File: src/include/decode_params.svh
`ifndef DECODE_PARAMS_SVH
`define DECODE_PARAMS_SVH

// instructions decoded per cycle, 1 to 4
`define DEC_LANES 2

`define INSTR_W 32

// lane index width, never below one bit
`define DEC_LANE_W (((`DEC_LANES) > 1) ? $clog2(`DEC_LANES) : 1)

`endif
File: src/decode_pkg.sv
package decode_pkg;

    // major opcodes of RV32IM handled by the decoder
    typedef enum logic [6:0] {
        op_load   = 7'b0000011,
        op_op     = 7'b0110011,
        op_imm    = 7'b0010011,
        op_store  = 7'b0100011,
        op_branch = 7'b1100011,
        op_jal    = 7'b1101111,
        op_jalr   = 7'b1100111,
        op_lui    = 7'b0110111,
        op_auipc  = 7'b0010111,
        op_system = 7'b1110011
    } opcode_e;

    // one instruction word, seen as R-type or I-type fields
    typedef union packed {
        struct packed {
            logic [6:0] funct7;
            logic [4:0] rs2;
            logic [4:0] rs1;
            logic [2:0] funct3;
            logic [4:0] rd;
            logic [6:0] opcode;
        } r;
        struct packed {
            logic [11:0] funct12;
            logic [4:0]  rs1;
            logic [2:0]  funct3;
            logic [4:0]  rd;
            logic [6:0]  opcode;
        } i;
    } instr_u;

    typedef struct packed {
        logic [2:0] alusel;
        logic [2:0] mulsel;
        logic [2:0] divsel;
        logic [2:0] storecntrl;  // sw, sh, sb
        logic [4:0] loadcntrl;   // lhu, lbu, lw, lh, lb
        logic [3:0] cmpcntrl;    // sltiu, slti, sltu, slt
        logic       branch;
        logic       beq;
        logic       bne;
        logic       blt;
        logic       bge;
        logic       bltu;
        logic       bgeu;
        logic       memread;
        logic       memwrite;
        logic       regwrite;
        logic       alusrc;
        logic       compare;
        logic       auipc;
        logic       lui;
        logic       jal;
        logic       jalr;
        logic [2:0] csrsel;
        logic       csrwrite;
        logic       csrread;
        logic       trap_ret;
        logic       mul_inst;
        logic       div_inst;
        logic       illegal;
        logic       stalled;     // flush, hazard or bubble
    } ctrl_word_t;

endpackage

File: src/decode_ifs.sv
// one registered instruction slot, dispatch to decoder
interface lane_in_if (
    input logic clk
);
    decode_pkg::instr_u instr;
    logic               valid;
    logic               ins_zero;  // all-zero bubble
    logic               flush;
    logic               hazard;

    modport dispatch (
        output instr, valid, ins_zero, flush, hazard
    );

    modport decoder (
        input clk, instr, valid, ins_zero, flush, hazard
    );
endinterface

// decoded lane, decoder to collector
interface lane_ctrl_if;
    logic                   valid;
    decode_pkg::ctrl_word_t ctrl;
    logic [4:0]             rd;
    logic [4:0]             rs1;

    modport decoder (
        output valid, ctrl, rd, rs1
    );

    modport collector (
        input valid, ctrl, rd, rs1
    );
endinterface

File: src/decode_stage.sv
`include "decode_params.svh"

module decode_stage (
    input  logic                                    clk,
    input  logic                                    rst_n,
    input  logic                                    in_valid,
    input  logic [`DEC_LANES-1:0][`INSTR_W-1:0]     in_instr,
    input  logic                                    in_flush,
    input  logic                                    in_hazard,
    output logic                                    out_valid,
    output decode_pkg::ctrl_word_t [`DEC_LANES-1:0] out_ctrl,
    output logic [`DEC_LANES-1:0]                   out_issue,
    output logic                                    out_illegal,
    output logic [`DEC_LANE_W-1:0]                  out_illegal_lane
);

    lane_in_if   lane_in [`DEC_LANES] (.clk(clk));
    lane_ctrl_if lane_ctrl [`DEC_LANES] ();

    decode_dispatch i_dispatch (
        .clk       (clk),
        .rst_n     (rst_n),
        .in_valid  (in_valid),
        .in_instr  (in_instr),
        .in_flush  (in_flush),
        .in_hazard (in_hazard),
        .lanes     (lane_in)
    );

    // one decoder per lane, purely combinational
    for (genvar g = 0; g < `DEC_LANES; g++) begin : g_dec
        control_decoder i_dec (
            .lane     (lane_in[g]),
            .ctrl_out (lane_ctrl[g])
        );
    end

    decode_collector i_collector (
        .clk              (clk),
        .rst_n            (rst_n),
        .lanes            (lane_ctrl),
        .out_valid        (out_valid),
        .out_ctrl         (out_ctrl),
        .out_issue        (out_issue),
        .out_illegal      (out_illegal),
        .out_illegal_lane (out_illegal_lane)
    );

endmodule

File: src/decode_collector.sv
`include "decode_params.svh"

module decode_collector (
    input  logic                                    clk,
    input  logic                                    rst_n,
    lane_ctrl_if.collector                          lanes [`DEC_LANES],
    output logic                                    out_valid,
    output decode_pkg::ctrl_word_t [`DEC_LANES-1:0] out_ctrl,
    output logic [`DEC_LANES-1:0]                   out_issue,
    output logic                                    out_illegal,
    output logic [`DEC_LANE_W-1:0]                  out_illegal_lane
);

    localparam int LW = `DEC_LANE_W;

    logic [`DEC_LANES-1:0]                   v;
    decode_pkg::ctrl_word_t [`DEC_LANES-1:0] c;
    decode_pkg::ctrl_word_t [`DEC_LANES-1:0] c_m;  // write enables masked
    logic [`DEC_LANES-1:0]                   issue;
    logic                                    any_v;
    logic                                    ill_any;
    logic [LW-1:0]                           ill_lane;

    for (genvar k = 0; k < `DEC_LANES; k++) begin : g_lane
        assign v[k] = lanes[k].valid;
        assign c[k] = lanes[k].ctrl;
    end

    ////////////////////////////////////////////////////
    // in-order issue and illegal report
    ////////////////////////////////////////////////////
    always_comb begin
        logic run;
        run      = 1'b1;
        any_v    = |v;
        ill_any  = 1'b0;
        ill_lane = '0;
        c_m      = c;
        for (int k = 0; k < `DEC_LANES; k++) begin
            run      = run & v[k] & ~c[k].stalled & ~c[k].illegal;
            issue[k] = run;
            if (!run) begin
                c_m[k].regwrite = 1'b0;
                c_m[k].memwrite = 1'b0;
                c_m[k].memread  = 1'b0;
                c_m[k].csrwrite = 1'b0;
            end
        end
        for (int k = `DEC_LANES - 1; k >= 0; k--) begin  // lowest lane wins
            if (v[k] && c[k].illegal) begin
                ill_any  = 1'b1;
                ill_lane = LW'(k);
            end
        end
    end

    always_ff @(posedge clk or negedge rst_n) begin
        if (!rst_n) begin
            out_valid        <= 1'b0;
            out_issue        <= '0;
            out_illegal      <= 1'b0;
            out_illegal_lane <= '0;
        end else begin
            out_valid        <= any_v;
            out_issue        <= issue;
            out_illegal      <= ill_any;
            out_illegal_lane <= ill_lane;
        end
    end

    always_ff @(posedge clk) begin
        out_ctrl <= c_m;
    end

    a_issue_prefix: assert property (@(posedge clk) disable iff (!rst_n)
        ((out_issue + 1'b1) & out_issue) == '0);

endmodule

File: src/control_decoder.sv
module control_decoder (
    lane_in_if.decoder   lane,
    lane_ctrl_if.decoder ctrl_out
);

    logic [2:0]             funct3;
    logic [6:0]             funct7;
    logic [11:0]            funct12;
    logic [4:0]             rs1;
    logic [4:0]             rd;
    logic                   stall;
    decode_pkg::ctrl_word_t c;

    assign funct3  = lane.instr.r.funct3;
    assign funct7  = lane.instr.r.funct7;
    assign funct12 = lane.instr.i.funct12;  // system ops need the I view
    assign rs1     = lane.instr.r.rs1;
    assign rd      = lane.instr.r.rd;
    assign stall   = lane.flush | lane.hazard | lane.ins_zero;

    always_comb begin
        c = '0;
        unique case (decode_pkg::opcode_e'(lane.instr.r.opcode))
            decode_pkg::op_load: begin
                c.memread  = 1'b1;
                c.regwrite = 1'b1;
                c.alusrc   = 1'b1;
                unique case (funct3)
                    3'b000:  c.loadcntrl = 5'b00001;  // lb
                    3'b001:  c.loadcntrl = 5'b00010;  // lh
                    3'b010:  c.loadcntrl = 5'b00100;  // lw
                    3'b100:  c.loadcntrl = 5'b01000;  // lbu
                    3'b101:  c.loadcntrl = 5'b10000;  // lhu
                    default: c.illegal   = 1'b1;
                endcase
            end
            decode_pkg::op_op: begin
                c.regwrite = 1'b1;
                unique case ({funct7, funct3})
                    {7'h00, 3'b000}: c.alusel = 3'b000;  // add
                    {7'h20, 3'b000}: c.alusel = 3'b001;  // sub
                    {7'h00, 3'b001}: c.alusel = 3'b101;  // sll
                    {7'h00, 3'b010}: {c.compare, c.cmpcntrl} = 5'b1_0001;  // slt
                    {7'h00, 3'b011}: {c.compare, c.cmpcntrl} = 5'b1_0010;  // sltu
                    {7'h00, 3'b100}: c.alusel = 3'b100;  // xor
                    {7'h00, 3'b101}: c.alusel = 3'b110;  // srl
                    {7'h20, 3'b101}: c.alusel = 3'b111;  // sra
                    {7'h00, 3'b110}: c.alusel = 3'b011;  // or
                    {7'h00, 3'b111}: c.alusel = 3'b010;  // and
                    default: begin
                        // M extension, funct3 picks the unit op
                        if (funct7 == 7'h01 && !funct3[2]) begin
                            c.mulsel   = {1'b0, funct3[1:0]} + 3'd1;
                            c.mul_inst = 1'b1;
                        end else if (funct7 == 7'h01) begin
                            c.divsel   = {1'b0, funct3[1:0]} + 3'd1;
                            c.div_inst = 1'b1;
                        end else begin
                            c.illegal = 1'b1;
                        end
                    end
                endcase
            end
            decode_pkg::op_imm: begin
                c.regwrite = 1'b1;
                c.alusrc   = 1'b1;
                unique case (funct3)
                    3'b000: c.alusel = 3'b000;  // addi
                    3'b001: begin               // slli
                        if (funct7 == 7'h00) c.alusel = 3'b101;
                        else c.illegal = 1'b1;
                    end
                    3'b010: {c.compare, c.cmpcntrl} = 5'b1_0100;  // slti
                    3'b011: {c.compare, c.cmpcntrl} = 5'b1_1000;  // sltiu
                    3'b100: c.alusel = 3'b100;  // xori
                    3'b101: begin
                        if (funct7 == 7'h00) c.alusel = 3'b110;       // srli
                        else if (funct7 == 7'h20) c.alusel = 3'b111;  // srai
                        else c.illegal = 1'b1;
                    end
                    3'b110: c.alusel = 3'b011;  // ori
                    default: c.alusel = 3'b010;  // andi
                endcase
            end
            decode_pkg::op_store: begin
                c.memwrite = 1'b1;
                c.alusrc   = 1'b1;
                unique case (funct3)
                    3'b000:  c.storecntrl = 3'b001;  // sb
                    3'b001:  c.storecntrl = 3'b010;  // sh
                    3'b010:  c.storecntrl = 3'b100;  // sw
                    default: c.illegal    = 1'b1;
                endcase
            end
            decode_pkg::op_branch: begin
                c.branch = 1'b1;
                unique case (funct3)
                    3'b000:  c.beq     = 1'b1;
                    3'b001:  c.bne     = 1'b1;
                    3'b100:  c.blt     = 1'b1;
                    3'b101:  c.bge     = 1'b1;
                    3'b110:  c.bltu    = 1'b1;
                    3'b111:  c.bgeu    = 1'b1;
                    default: c.illegal = 1'b1;
                endcase
            end
            decode_pkg::op_jal: {c.jal, c.regwrite} = 2'b11;
            decode_pkg::op_jalr: {c.jalr, c.regwrite} = 2'b11;
            decode_pkg::op_lui: {c.lui, c.alusrc, c.regwrite} = 3'b111;
            decode_pkg::op_auipc: {c.auipc, c.alusrc, c.regwrite} = 3'b111;
            decode_pkg::op_system: begin
                c.csrsel = funct3;
                c.alusrc = funct3[2];  // immediate CSR forms
                unique case (funct3[1:0])
                    2'b00: c.trap_ret = (funct3 == 3'b000) && (funct12 == 12'h302);  // mret
                    2'b01: begin  // csrrw, csrrwi
                        c.regwrite = (rd != 5'd0);
                        c.csrread  = (rd != 5'd0);
                        c.csrwrite = 1'b1;
                    end
                    default: begin  // csrrs, csrrc and immediates
                        c.regwrite = 1'b1;
                        c.csrread  = 1'b1;
                        c.csrwrite = (rs1 != 5'd0);
                    end
                endcase
            end
            default: c.illegal = 1'b1;
        endcase

        if (stall) begin
            c.regwrite = 1'b0;
            c.memwrite = 1'b0;
            c.csrwrite = 1'b0;
            c.csrread  = 1'b0;
        end
        if (lane.flush) begin  // squashed, nothing redirects or traps
            c.branch  = 1'b0;
            c.jal     = 1'b0;
            c.jalr    = 1'b0;
            c.illegal = 1'b0;
        end
        c.stalled = stall;
    end

    assign ctrl_out.valid = lane.valid;
    assign ctrl_out.ctrl  = c;
    assign ctrl_out.rd    = rd;
    assign ctrl_out.rs1   = rs1;

    a_onehot_mem: assert property (@(posedge lane.clk)
        lane.valid |-> $onehot0(c.loadcntrl) && $onehot0(c.storecntrl));

endmodule

File: src/decode_dispatch.sv
`include "decode_params.svh"

module decode_dispatch (
    input  logic                                clk,
    input  logic                                rst_n,
    input  logic                                in_valid,
    input  decode_pkg::instr_u [`DEC_LANES-1:0] in_instr,
    input  logic                                in_flush,
    input  logic                                in_hazard,
    lane_in_if.dispatch                         lanes [`DEC_LANES]
);

    decode_pkg::instr_u [`DEC_LANES-1:0] instr_q;
    logic                                valid_q;
    logic                                flush_q;
    logic                                hazard_q;
    logic [`DEC_LANES-1:0]               raw;  // reads rd of an earlier lane
    logic [`DEC_LANES-1:0]               hz;

    // store and branch are the only opcodes without a destination
    function automatic logic writes_rd(decode_pkg::instr_u ins);
        return (ins.r.opcode != decode_pkg::op_store) &&
               (ins.r.opcode != decode_pkg::op_branch);
    endfunction

    always_ff @(posedge clk or negedge rst_n) begin
        if (!rst_n) begin
            valid_q  <= 1'b0;
            flush_q  <= 1'b0;
            hazard_q <= 1'b0;
        end else begin
            valid_q  <= in_valid;
            flush_q  <= in_flush;
            hazard_q <= in_hazard;
        end
    end

    always_ff @(posedge clk) begin
        instr_q <= in_instr;
    end

    ////////////////////////////////////////////////////
    // intra-bundle RAW check
    ////////////////////////////////////////////////////
    always_comb begin
        raw = '0;
        for (int k = 1; k < `DEC_LANES; k++) begin
            for (int j = 0; j < k; j++) begin
                if (writes_rd(instr_q[j]) && (instr_q[j].r.rd != 5'd0) &&
                    ((instr_q[k].r.rs1 == instr_q[j].r.rd) ||
                     (instr_q[k].r.rs2 == instr_q[j].r.rd))) begin
                    raw[k] = 1'b1;
                end
            end
        end
    end

    // once a lane stalls, every younger lane stalls with it
    always_comb begin
        logic prev;
        prev = hazard_q;
        for (int k = 0; k < `DEC_LANES; k++) begin
            prev  = prev | raw[k];
            hz[k] = prev;
        end
    end

    for (genvar k = 0; k < `DEC_LANES; k++) begin : g_lane
        assign lanes[k].instr    = instr_q[k];
        assign lanes[k].valid    = valid_q;
        assign lanes[k].ins_zero = (instr_q[k] == '0);
        assign lanes[k].flush    = flush_q;
        assign lanes[k].hazard   = hz[k];

        if (k > 0) begin : g_chk
            a_hz_younger: assert property (@(posedge clk) disable iff (!rst_n)
                lanes[k-1].hazard |-> lanes[k].hazard);
        end
    end

endmodule

File: config.mk
export PLATFORM = sky130hd
export DESIGN_NAME = decode_stage
export DESIGN_NICKNAME = d
export VERILOG_FILES = /design/src/decode_pkg.sv /design/src/decode_ifs.sv /design/src/decode_stage.sv /design/src/decode_collector.sv /design/src/control_decoder.sv /design/src/decode_dispatch.sv
export VERILOG_INCLUDE_DIRS = /design/src /design/src/include
export SDC_FILE = /design/constraint.sdc
export NUM_CORES = 1
export LEC_CHECK = 0
export BUFFER_PORTS_ARGS = -buffer_cell sky130_fd_sc_hd__buf_4
export CAP_MARGIN = 15
export CORE_MARGIN = 2
export CORE_UTILIZATION = 51
export DETAILED_ROUTE_END_ITERATION = 10
export PLACE_DENSITY = 0.79
export SLEW_MARGIN = 20
export SYNTH_ARGS = -nofsm -noshare
export SYNTH_HDL_FRONTEND = slang
export SYNTH_HIERARCHICAL = 1
export SYNTH_SLANG_ARGS = --single-unit
File: constraint.sdc
create_clock -name clk -period 2.4 [get_ports clk]
set_input_delay 0.48 -clock clk [delete_from_list [all_inputs] [get_ports clk]]
set_output_delay 0.48 -clock clk [all_outputs]
set_load 0.05 [all_outputs]
# Word level (Yosys, flattened, before mapping)
# Cells that the tools add are included.
dict set report word_totals {
  in_bits 69
  out_inout_bits 99
  wordCells 315
  register_bits 166
}
dict set report classes {
  bitwise 24
  n_eq_ne 64
  addsub 2
  muxes 94
  n_reduce_logical 62
}
# operator count
set ops {}
lappend ops {{10-bit by 3-bit == test with 1-bit output, second input constant} 8}
lappend ops {{32-bit zero test} 2}
lappend ops {{7-bit by 6-bit == test with 1-bit output, second input constant} 8}
lappend ops {{7-bit == test, second input constant} 8}
lappend ops {{1-bit two-way mux} 56}
lappend ops {{5-bit case mux with 5 select lines} 2}
lappend ops {{12-bit OR reduction} 4}
lappend ops {{3-bit case mux with 7 select lines} 2}
lappend ops {{10-bit by 2-bit == test with 1-bit output, second input constant} 4}
lappend ops {{10-bit by 9-bit == test with 1-bit output, second input constant} 4}
lappend ops {{4-bit case mux with 2 select lines} 4}
lappend ops {{3-bit case mux with 5 select lines} 2}
lappend ops {{5-bit OR reduction} 6}
lappend ops {{7-bit by 5-bit == test with 1-bit output, second input constant} 4}
lappend ops {{13-bit OR reduction} 2}
lappend ops {{12-bit by 10-bit == test with 1-bit output, second input constant} 2}
lappend ops {{3-bit == test, second input constant} 8}
lappend ops {{11-bit OR reduction} 2}
lappend ops {{10-bit by 1-bit == test with 1-bit output, second input constant} 2}
lappend ops {{10-bit zero test} 2}
lappend ops {{1-bit case mux with 2 select lines} 10}
lappend ops {{5-bit nonzero test} 4}
lappend ops {{10-bit OR reduction} 2}
lappend ops {{3-bit two-way mux} 6}
lappend ops {{28 further kinds} 92}

# Depth between registers and ports, before layout
# Gate-level depths: netlist (run 1).
dict set report logic_depth {
  word_depth 13
  ltp_mapped 9
  mapped_depth_nobuf 8
}

# Modules after synthesis
# The synthesis (run 1) kept the hierarchy.
# mod instances area_each_um2 seq_area_each_um2 cells_each
set by_module_without_submodules {}
lappend by_module_without_submodules {decode_collector 1 2124.5 2006.9 115}
lappend by_module_without_submodules {decode_dispatch 1 1635.3 1356.3 110}
lappend by_module_without_submodules {{control_decoder at g_dec[1].i_dec} 1 1006.0 0.0 162}
lappend by_module_without_submodules {{control_decoder at g_dec[0].i_dec} 1 970.9 0.0 161}

# Least setup slack after synthesis (run 1)
# OpenSTA, ideal clock, no wires.
dict set report synth_timing {
  path_kind {register -> register}
  from {register i_dispatch.instr_q (netlist bit i_dispatch/lanes[0].instr[13])}
  to {register i_collector.out_issue[1]}
  arrival_ns 2.092
  stages_incl_launch_ff 10
  setup_ns 0.066
  path_buffers 1
  setup_slack_ns 0.243
  path_cell_list {dfxtp_1 -> inv_1 -> ha_1 -> clkbuf_1 -> nor2_1 -> a221oi_1 -> o22ai_1 -> a211o_1 -> nor3b_4 -> and3_2}
}
# element line_no
set synth_rtl {}
lappend synth_rtl {{start: declaration} decode_dispatch.sv:13} ;# decode_pkg::instr_u [`DEC_LANES-1:0] instr_q;
lappend synth_rtl {{start signal: assignment} decode_dispatch.sv:39} ;# instr_q <= in_instr;
lappend synth_rtl {{end signal: assignment} decode_collector.sv:65} ;# out_issue <= issue;
lappend synth_rtl {{end: declaration} decode_collector.sv:9} ;# output logic [`DEC_LANES-1:0] out_issue,

==> results of run 1 <==
## stage by stage
stage | area [µm²] | setup slack [ns]
after detailed placement | 7000 | 0.0807
after global placement | 7000 | 0.189
after global routing | 7640 | -0.00929
final | 7640 | 0.141
after CTS | 7590 | 0.0483
after floorplan | 5590 | 0.243
## worst max-delay path by stage
stage	to	slack, ns	depth (start not counted)
5_1_grt	i_collector/out_ctrl[53]$_SDFF_PN0_	-0.009	8
2_1_floorplan	i_collector/out_issue[1]$_DFF_PN0_	0.24	9
3_3_place_gp	i_collector/out_ctrl[53]$_SDFF_PN0_	0.19	7
6_report	i_collector/out_ctrl[53]$_SDFF_PN0_	0.14	7
4_1_cts	i_collector/out_ctrl[53]$_SDFF_PN0_	0.05	8
3_5_place_dp	i_collector/out_ctrl[53]$_SDFF_PN0_	0.08	8
## power by group through the flow
stage	registers [mW]	logic (mW)	clock network [mW]
floorplan	2.98	0.181	0
CTS	2.91	0.367	2.68
global placement	2.97	0.357	0
global route	2.92	0.406	2.80
detailed placement	2.97	0.363	0
finish	2.92	0.375	2.65
## layout by cell type, fill, tap and decap left out, types with 3 or more instances in the layout
cell type,instances
a211o_1,3
a211oi_1,7
a21oi_1,11
a31oi_1,3
and2_1,17
and2_2,4
and3_1,4
and4_1,4
buf_4,184
clkbuf_16,16
clkinv_2,4
dfrtp_1,8
dfxtp_1,158
ha_1,3
ha_2,5
inv_1,10
inv_6,5
inv_8,3
mux2i_1,3
nand2_1,36
nand2b_1,11
nand3_1,14
nand4_1,7
nor2_1,66
nor2b_1,3
nor3_1,11
nor3b_2,3
nor4_1,21
nor4b_1,3
o211ai_1,3
o21ai_0,13
o22ai_1,3
or3_1,5
or3_4,3
or4_1,3
xnor2_1,11
## routing by layer
| layer | GRT usage | vias to the layer above | wire, µm |
|---|---|---|---|
| li1 | - | 2210 | - |
| met1 | 0.339 | 2097 | 6420 |
| met2 | 0.399 | 182 | 6910 |
| met3 | 0.0538 | 22 | 963 |
| met4 | 0.103 | 0 | 256 |
| met5 | 0 | - | 0 |
## sequential cells by signal (all words and copies together) (netlist names)
name	flops
i_dispatch/lanes.hazard	1
i_dispatch/lanes.flush	1
i_collector/out_issue	2
i_dispatch/lanes.valid	1
i_collector/out_illegal_lane	1
i_collector/out_valid	1
i_collector/out_illegal	1
i_collector/out_ctrl	94
i_dispatch/lanes.instr	64
## area by class of cell
cell class                      count  area (µm²)
Sequential cell                   166        3360
Fill cell                         800        3110
Multi-Input combinational cell    326        2080
Timing Repair Buffer              185        1390
Clock buffer                       17         414
Tap cell                          140         175
Clock inverter                     15         165
Inverter                           12        45.0
## repair_timing
action | CTS | global route
setup buffers | 0 | 1
endpoints found under the setup margin | 0 | 9
hold buffers | 1 | 0
endpoints found under the hold margin | 8 | 0
gates resized for setup | 0 | 9
## worst max-delay path, cell delays in order, from the launching register on
cell,delay [ns]
dfxtp_1,0.40
nor3_2,0.25
nand4_1,0.13
a31o_1,0.23
or3_4,0.42
or2_1,0.27
a221oi_2,0.24
and4_1,0.25
==> out/results.ini, run 1 <==
[place]
gp_congestion=0.913
dpl.cell_count=826
numPortBuffers=167
post-dp-hpwl_um=11000

[clock_network]
cts_buffers=17
clk_latency_ns=0.52
cts.clk_slew.worst_paths_ns=0.07
cts_sinks=166
clockBufferDepth=2
cts_htree_levels=4
cts_root_buffer=clkbuf_8
cts_tree=yes

[setup_path]
r2r_start=i_dispatch/lanes[0].instr[4]$_DFF_P_
end_kind=flop
required_ns=2.85
worstPathArrival_ns=2.71
path_class=reg2reg
path_max_fanout=9
reg2reg_depth=7
crit_path_start_kind=flop
rr_endpoint=i_collector/out_ctrl[53]$_SDFF_PN0_
crit_start=i_dispatch/lanes[0].instr[4]$_DFF_P_
worst-r2r-setup-slack_ns=0.14

[layout]
diodes=0
layout-drive-gt1-share=0.347
syn2layout_area_growth_pct=36.7
fin_nets=785
final_cells=861
final_util=0.711

[sta]
fin_setup_tns_ns=0
tightest_slew_ns=0.612
fmax_mhz=443
layout_min_cycle_time_ns=2.26
max_slew_margin=0.592
worst_clock_skew_ns=0.00805
finalHoldViolations=0
setup_viol=0
hold_ws_ns=0.0609
drv_slew=0
min_period_over_period=0.941

[power]
p_sw_frac=0.239
clkPwrFrac=0.446
p_comb_frac=0.063
p_int_mw=4.52
power-per-cell-area_mw_per_mm2=777
leakage_nw=3.34
p_total_mw=5.94
p_switching_mw=1.42
ir_drop_v=0.000476
seq_power_share=0.491

[run_status]
status=finished clean

[drt]
firstDrtPassIters=4
viasPerCell=5.24
drt_iter0_markers=313
route.vias.total=4511
drc=0
routed_wl_um=14500
wire_per_inst_um=16.9
ant_nets=0

[die]
fp.dieH_um=109
ios=168
die_w_um=109
rows=38
initial_core_util=0.520
die_area_mm2=0.0118
core_area_mm2=0.0107

[logic_synthesis]
syn_inst=528
netlist_area_mm2=0.00559
yosysWarnings=6
avgSynthCellArea_um2=10.6
synth_nets=605

[min_path]
hold_path.class=in2reg
hold_end=i_dispatch/lanes[1].instr[6]$_DFF_P_
whs_path_depth=1
min-delay-start=in_instr[38]

[grt]
grt_max_degree=17
overflow=0
antenna_found_initial=0
grt_pass1_wl_um=22600
grt_pass1_vias=4362
grtUsageTotal=0.253

[flow_run]
cap_viol_max_count=0

(Power assumes the default switching activity.)
==> inputs of run 2 (changes only) <==
- RECOVER_POWER: unset -> 50
- REMOVE_ABC_BUFFERS: unset -> 1
==> out/results.ini, run 2 (synthesis results as in run 1) <==
[layout]
final_common_cell=dfxtp_1
largest-register=i_collector/out_ctrl
final_util=0.703  ; -0.00757
fin_nets=795  ; +1.3%
diodes=0  ; unchanged
largest_reg_flops=94  ; unchanged
most-common-layout-cells=158 x dfxtp_1, 84 x buf_4, 67 x nor2_1
layout-drive-gt1-share=0.280  ; -0.0669
final_area_mm2=0.00756  ; -1.1%
syn2layout_area_growth_pct=35.3

[grt]
overflow=0  ; unchanged
grt_use_met2=0.365  ; -0.0344
use_met3=0.0412  ; -0.0126
grtUsageTotal=0.248  ; -0.00446
gr-max-usage-layer=met2
grt_pass1_vias=4343  ; -0.44%
antenna_found_initial=0  ; unchanged
grtUsageMet1=0.361  ; +0.0223
grt_max_degree=17  ; unchanged
grt_pass1_wl_um=22300  ; -1.5%

[drt]
drt_iter0_markers=418  ; +34%
ant_nets=0  ; unchanged
routed_wl_um=14300  ; -1.4%
firstDrtPassIters=5  ; +1
viasPerCell=5.32  ; +1.5%
drc=0  ; unchanged
route.vias.total=4622  ; +2.5%
wire_per_inst_um=16.5  ; -2.3%

[setup_path]
crit_path_start_kind=flop
end_kind=flop
path_max_fanout=9  ; unchanged
worst-r2r-setup-slack_ns=0.12  ; -0.02 ns
crit_start=i_dispatch/lanes[0].instr[3]$_DFF_P_
worstPathArrival_ns=2.74  ; +0.03 ns
crit_end=i_collector/out_ctrl[6]$_SDFF_PN0_
path_class=reg2reg
r2r_start=i_dispatch/lanes[0].instr[3]$_DFF_P_
required_ns=2.86  ; about the same
rr_endpoint=i_collector/out_ctrl[6]$_SDFF_PN0_
reg2reg_depth=7  ; unchanged

[power]
p_comb_frac=0.061  ; -0.002
clkPwrFrac=0.458  ; +0.012
leakage_nw=3.20  ; -4.2%
seq_power_share=0.480  ; -0.011
p_sw_frac=0.212  ; -0.0265
p_int_mw=4.79  ; +5.9%
p_switching_mw=1.29  ; -9.1%
power-per-cell-area_mw_per_mm2=804  ; +3.4%
ir_drop_v=0.000580  ; +22%

[flow_run]
cap_viol_max_count=0  ; unchanged

[place]
placed_area_mm2=0.00708  ; +1.1%
post-dp-hpwl_um=10800  ; -1.8%
gp_congestion=0.888  ; -2.7%
numPortBuffers=167  ; unchanged

[die]
rows=38  ; unchanged
ios=168  ; unchanged
die_w_um=109  ; unchanged
fp.dieH_um=109  ; unchanged
initial_core_util=0.520  ; unchanged
core_area_mm2=0.0107  ; unchanged
die_area_mm2=0.0118  ; unchanged

[clock_network]
cts_root_buffer=clkbuf_8
cts_buffers=17  ; unchanged
cts_sinks=166  ; unchanged
cts.clk_slew.worst_paths_ns=0.06  ; about the same
cts_tree=yes
cts_htree_levels=4  ; unchanged
clk_latency_ns=0.52  ; about the same
clockBufferDepth=2  ; unchanged

[run_status]
status=finished clean

[min_path]
hold_path.class=in2reg

[sta]
layout_min_cycle_time_ns=2.28  ; +0.0185 ns
worst_clock_skew_ns=0.0109  ; +0.00285 ns
drv_slew=0  ; unchanged
min_period_over_period=0.949  ; +0.00770
setup_viol=0  ; unchanged
fmax_mhz=439  ; -0.81%
tightest_slew_ns=0.619  ; +0.00678 ns
max_slew_margin=0.589  ; -0.00275
finalHoldViolations=0  ; unchanged

run 2: cell type report:
class / instances / area (µm²)
Sequential cell: 166 / 3360
Fill cell: 804 / 3190
Multi-Input combinational cell: 326 / 2070
Timing Repair Buffer: 195 / 1300
Clock buffer: 20 / 425
Clock inverter: 10 / 181
Tap cell: 140 / 175
Inverter: 12 / 45.0
run 2: how the worst min path moves through the flow:
stage               slack, ns  cells past startpoint          from                               endpoint
CTS                      0.04                      1  in_instr[61]  i_dispatch/lanes[1].instr[29]$_DFF_P_
global route             0.06                      1  in_instr[41]   i_dispatch/lanes[1].instr[9]$_DFF_P_
floorplan                0.18                      0         rst_n      i_collector/out_illegal$_DFF_PN0_
finish                   0.08                      1  in_instr[61]  i_dispatch/lanes[1].instr[29]$_DFF_P_
detailed placement       0.30                      1         rst_n        i_collector/out_valid$_DFF_PN0_
global placement         0.30                      1         rst_n    i_dispatch/lanes[0].valid$_DFF_PN0_
run 2: timing repair:
action	4_1_cts	5_1_grt
gates resized for setup	0	4
hold endpoints to repair	8	0
endpoints found under the setup margin	0	6
setup buffers	0	1
hold buffers	1	0
run 2: power by group through the flow:
stage / Sequential, mW / Combinational (mW) / Clock (mW)
finish: 2.92 / 0.373 / 2.78
global route: 2.93 / 0.403 / 2.94
CTS: 2.92 / 0.375 / 2.81
detailed placement: 2.98 / 0.369 / 0
global placement: 2.97 / 0.367 / 0
floorplan: 3.00 / 0.144 / 0
run 2: worst max-delay path: stages, from the launching register on:
cell and delay, ns:
dfxtp_1 0.51, and4bb_1 0.32, and2_4 0.20, nand2_1 0.22
a2111oi_2 0.09, a211o_2 0.39, nor3b_2 0.30, and2_2 0.20
run 2: routing by layer:
metal | part of all wire | vias up
met5 | 0 | -
met4 | 0.027 | 0
met3 | 0.077 | 39
met2 | 0.43 | 247
met1 | 0.46 | 2118
li1 | - | 2218
run 2: metrics by stage:
step	hold WS, ns	cells	worst slack, ns	TNS (ns)	total power [mW]
after global routing	0.0606	869	-0.0148	-0.0324	6.27
final	0.0814	869	0.123	0	6.07
after global placement	0.299	836	0.215	0	3.34
after CTS	0.0429	867	0.101	0	6.10
after detailed placement	0.301	836	0.136	0	3.34
after floorplan	0.184	503	0.340	0	3.14
==> inputs of run 3 (changes only) <==
- CORE_MARGIN: 2 -> 3
==> out/results.ini, run 3 (synthesis results as in run 1) <==
[die]
ios=168  ; unchanged
core_area_mm2=0.0105  ; -2.2%
rows=37  ; -2.6%
fp.dieH_um=111  ; +1.8%
die_w_um=111  ; +1.8%
die_area_mm2=0.0122  ; +3.7%
initial_core_util=0.532  ; +0.0117

[setup_path]
reg2reg_depth=8  ; +1
crit_slowest_cell=dfxtp_1
cp_top_family=compound AO/OA/AOI/OAI gates
rr_endpoint=i_collector/out_ctrl[63]$_SDFF_PN0_
worst-r2r-setup-slack_ns=0.12  ; about the same
path_max_fanout=6  ; -3
required_ns=2.85  ; about the same
crit_path_start_kind=flop
crit_path_cell_trace=inv_1 > ha_2 > o21ai_0 > a22o_1 > a32o_1 > a211o_1 > nor2_1 > and4_1
critPathBufInv=1  ; +1
slowest_delay_ns=0.37  ; -0.14 ns
worstPathArrival_ns=2.73  ; about the same
end_kind=flop
cp_num_cells=8  ; +1
crit_start=i_dispatch/lanes[1].instr[12]$_DFF_P_
r2r_start=i_dispatch/lanes[1].instr[12]$_DFF_P_
path_class=reg2reg

[layout]
final_common_cell=dfxtp_1
fillers=780  ; -3.0%
final_cells=865  ; -0.46%
layout-drive-gt1-share=0.291  ; +0.0110
diodes=0  ; unchanged
syn2layout_area_growth_pct=34.8
fin_nets=795  ; unchanged
most-common-layout-cells=157 x dfxtp_1, 85 x buf_4, 67 x nor2_1, 67 x clkbuf_4, 45 x clkbuf_1
largest_reg_flops=94  ; unchanged
largest-register=i_collector/out_ctrl

[power]
power-per-cell-area_mw_per_mm2=769  ; -4.4%
ir_drop_v=0.000712  ; +23%
leakage_nw=3.17  ; -0.79%
p_total_mw=5.79  ; -4.7%

[sta]
layout_min_cycle_time_ns=2.28  ; +0.00300 ns
tightest_slew_ns=0.644  ; +0.0253 ns
max_slew_margin=0.567  ; -0.0226
fmax_mhz=439  ; -0.13%
worst_clock_skew_ns=0.0118  ; +0.000862 ns
setup_viol=0  ; unchanged
min_period_over_period=0.950  ; +0.00125
grt_setup_unrepaired=no
drv_slew=0  ; unchanged
finalHoldViolations=0  ; unchanged
fin_setup_tns_ns=0  ; unchanged

[grt]
overflow=0  ; unchanged
grt_max_degree=17  ; unchanged
antenna_found_initial=1  ; +1
grtUsageTotal=0.246  ; -0.00208
grt_pass1_vias=4600  ; +5.9%
grt_pass1_wl_um=24200  ; +8.8%

[clock_network]
cts_htree_levels=4  ; unchanged
cts_tree=yes
cts_root_buffer=clkbuf_8
cts_buffers=17  ; unchanged
clk_latency_ns=0.52  ; about the same
cts_sinks=166  ; unchanged
clockBufferDepth=2  ; unchanged
cts.clk_slew.worst_paths_ns=0.06  ; about the same

[place]
numPortBuffers=167  ; unchanged
gp_congestion=0.916  ; +3.2%
dpl.cell_count=832  ; -0.48%
post-dp-hpwl_um=11300  ; +4.2%

[drt]
ant_nets=0  ; unchanged
firstDrtPassIters=5  ; unchanged
drt_iter0_markers=326  ; -22%
viasPerCell=5.36  ; +0.81%
wire_per_inst_um=17.4  ; +5.5%
drc=0  ; unchanged
route.vias.total=4638  ; +0.35%
routed_wl_um=15100  ; +5.0%

[min_path]
hold_path.class=in2reg
min-delay-start=in_instr[10]
whs_path_depth=1  ; unchanged
hold_end=i_dispatch/lanes[0].instr[10]$_DFF_P_

[flow_run]
cap_viol_max_count=0  ; unchanged

[run_status]
status=finished clean

run 3: layer usage:
layer / GRT usage / share of wire / vias up
met5: 0 / 0.00046 / -
met3: 0.0633 / 0.075 / 17
met2: 0.383 / 0.45 / 224
met4: 0.0788 / 0.013 / 2
li1: - / - / 2211
met1: 0.338 / 0.46 / 2184
run 3: worst max-delay path by stage:
| stage | endpoint | slack, ns |
|---|---|---|
| detailed placement | i_collector/out_ctrl[53]$_SDFF_PN0_ | 0.04 |
| global placement | i_collector/out_ctrl[53]$_SDFF_PN0_ | 0.04 |
| global route | i_collector/out_ctrl[63]$_SDFF_PN0_ | 0.007 |
| CTS | i_collector/out_ctrl[53]$_SDFF_PN0_ | 0.02 |
| finish | i_collector/out_ctrl[63]$_SDFF_PN0_ | 0.12 |
| floorplan | i_collector/out_issue[1]$_DFF_PN0_ | 0.34 |
run 3: power by group:
part           internal [mW]  switching, mW
Clock                   1.49          0.999
Combinational          0.182          0.202
Sequential              2.83         0.0864
run 3: through the flow:
| step | instance area (µm²) | setup WS [ns] | util | hold slack (ns) |
|---|---|---|---|---|
| after global routing | 7530 | 0.00675 | 0.717 | 0.0527 |
| after detailed placement | 7070 | 0.0387 | 0.673 | 0.299 |
| after global placement | 7070 | 0.0354 | 0.673 | 0.300 |
| after CTS | 7630 | 0.0191 | 0.726 | 0.0321 |
| after floorplan | 5450 | 0.340 | - | 0.184 |
| final | 7530 | 0.120 | 0.717 | 0.0788 |
run 3: cell type report:
cell class	instances	area (µm²)	share of cell area
Inverter	12	45.0	0.00598
Tap cell	136	170	0.0226
Timing Repair Buffer	195	1310	0.174
Multi-Input combinational cell	326	2100	0.279
Clock inverter	9	106	0.0141
Clock buffer	21	439	0.0583
Sequential cell	166	3360	0.447
run 3: repair_timing:
action / in CTS / in global routing
buffers inserted: 0 / 1
hold buffers: 1 / 0
hold endpoints to repair: 8 / 0
setup endpoints to repair: 0 / 9
resized for setup: 0 / 10
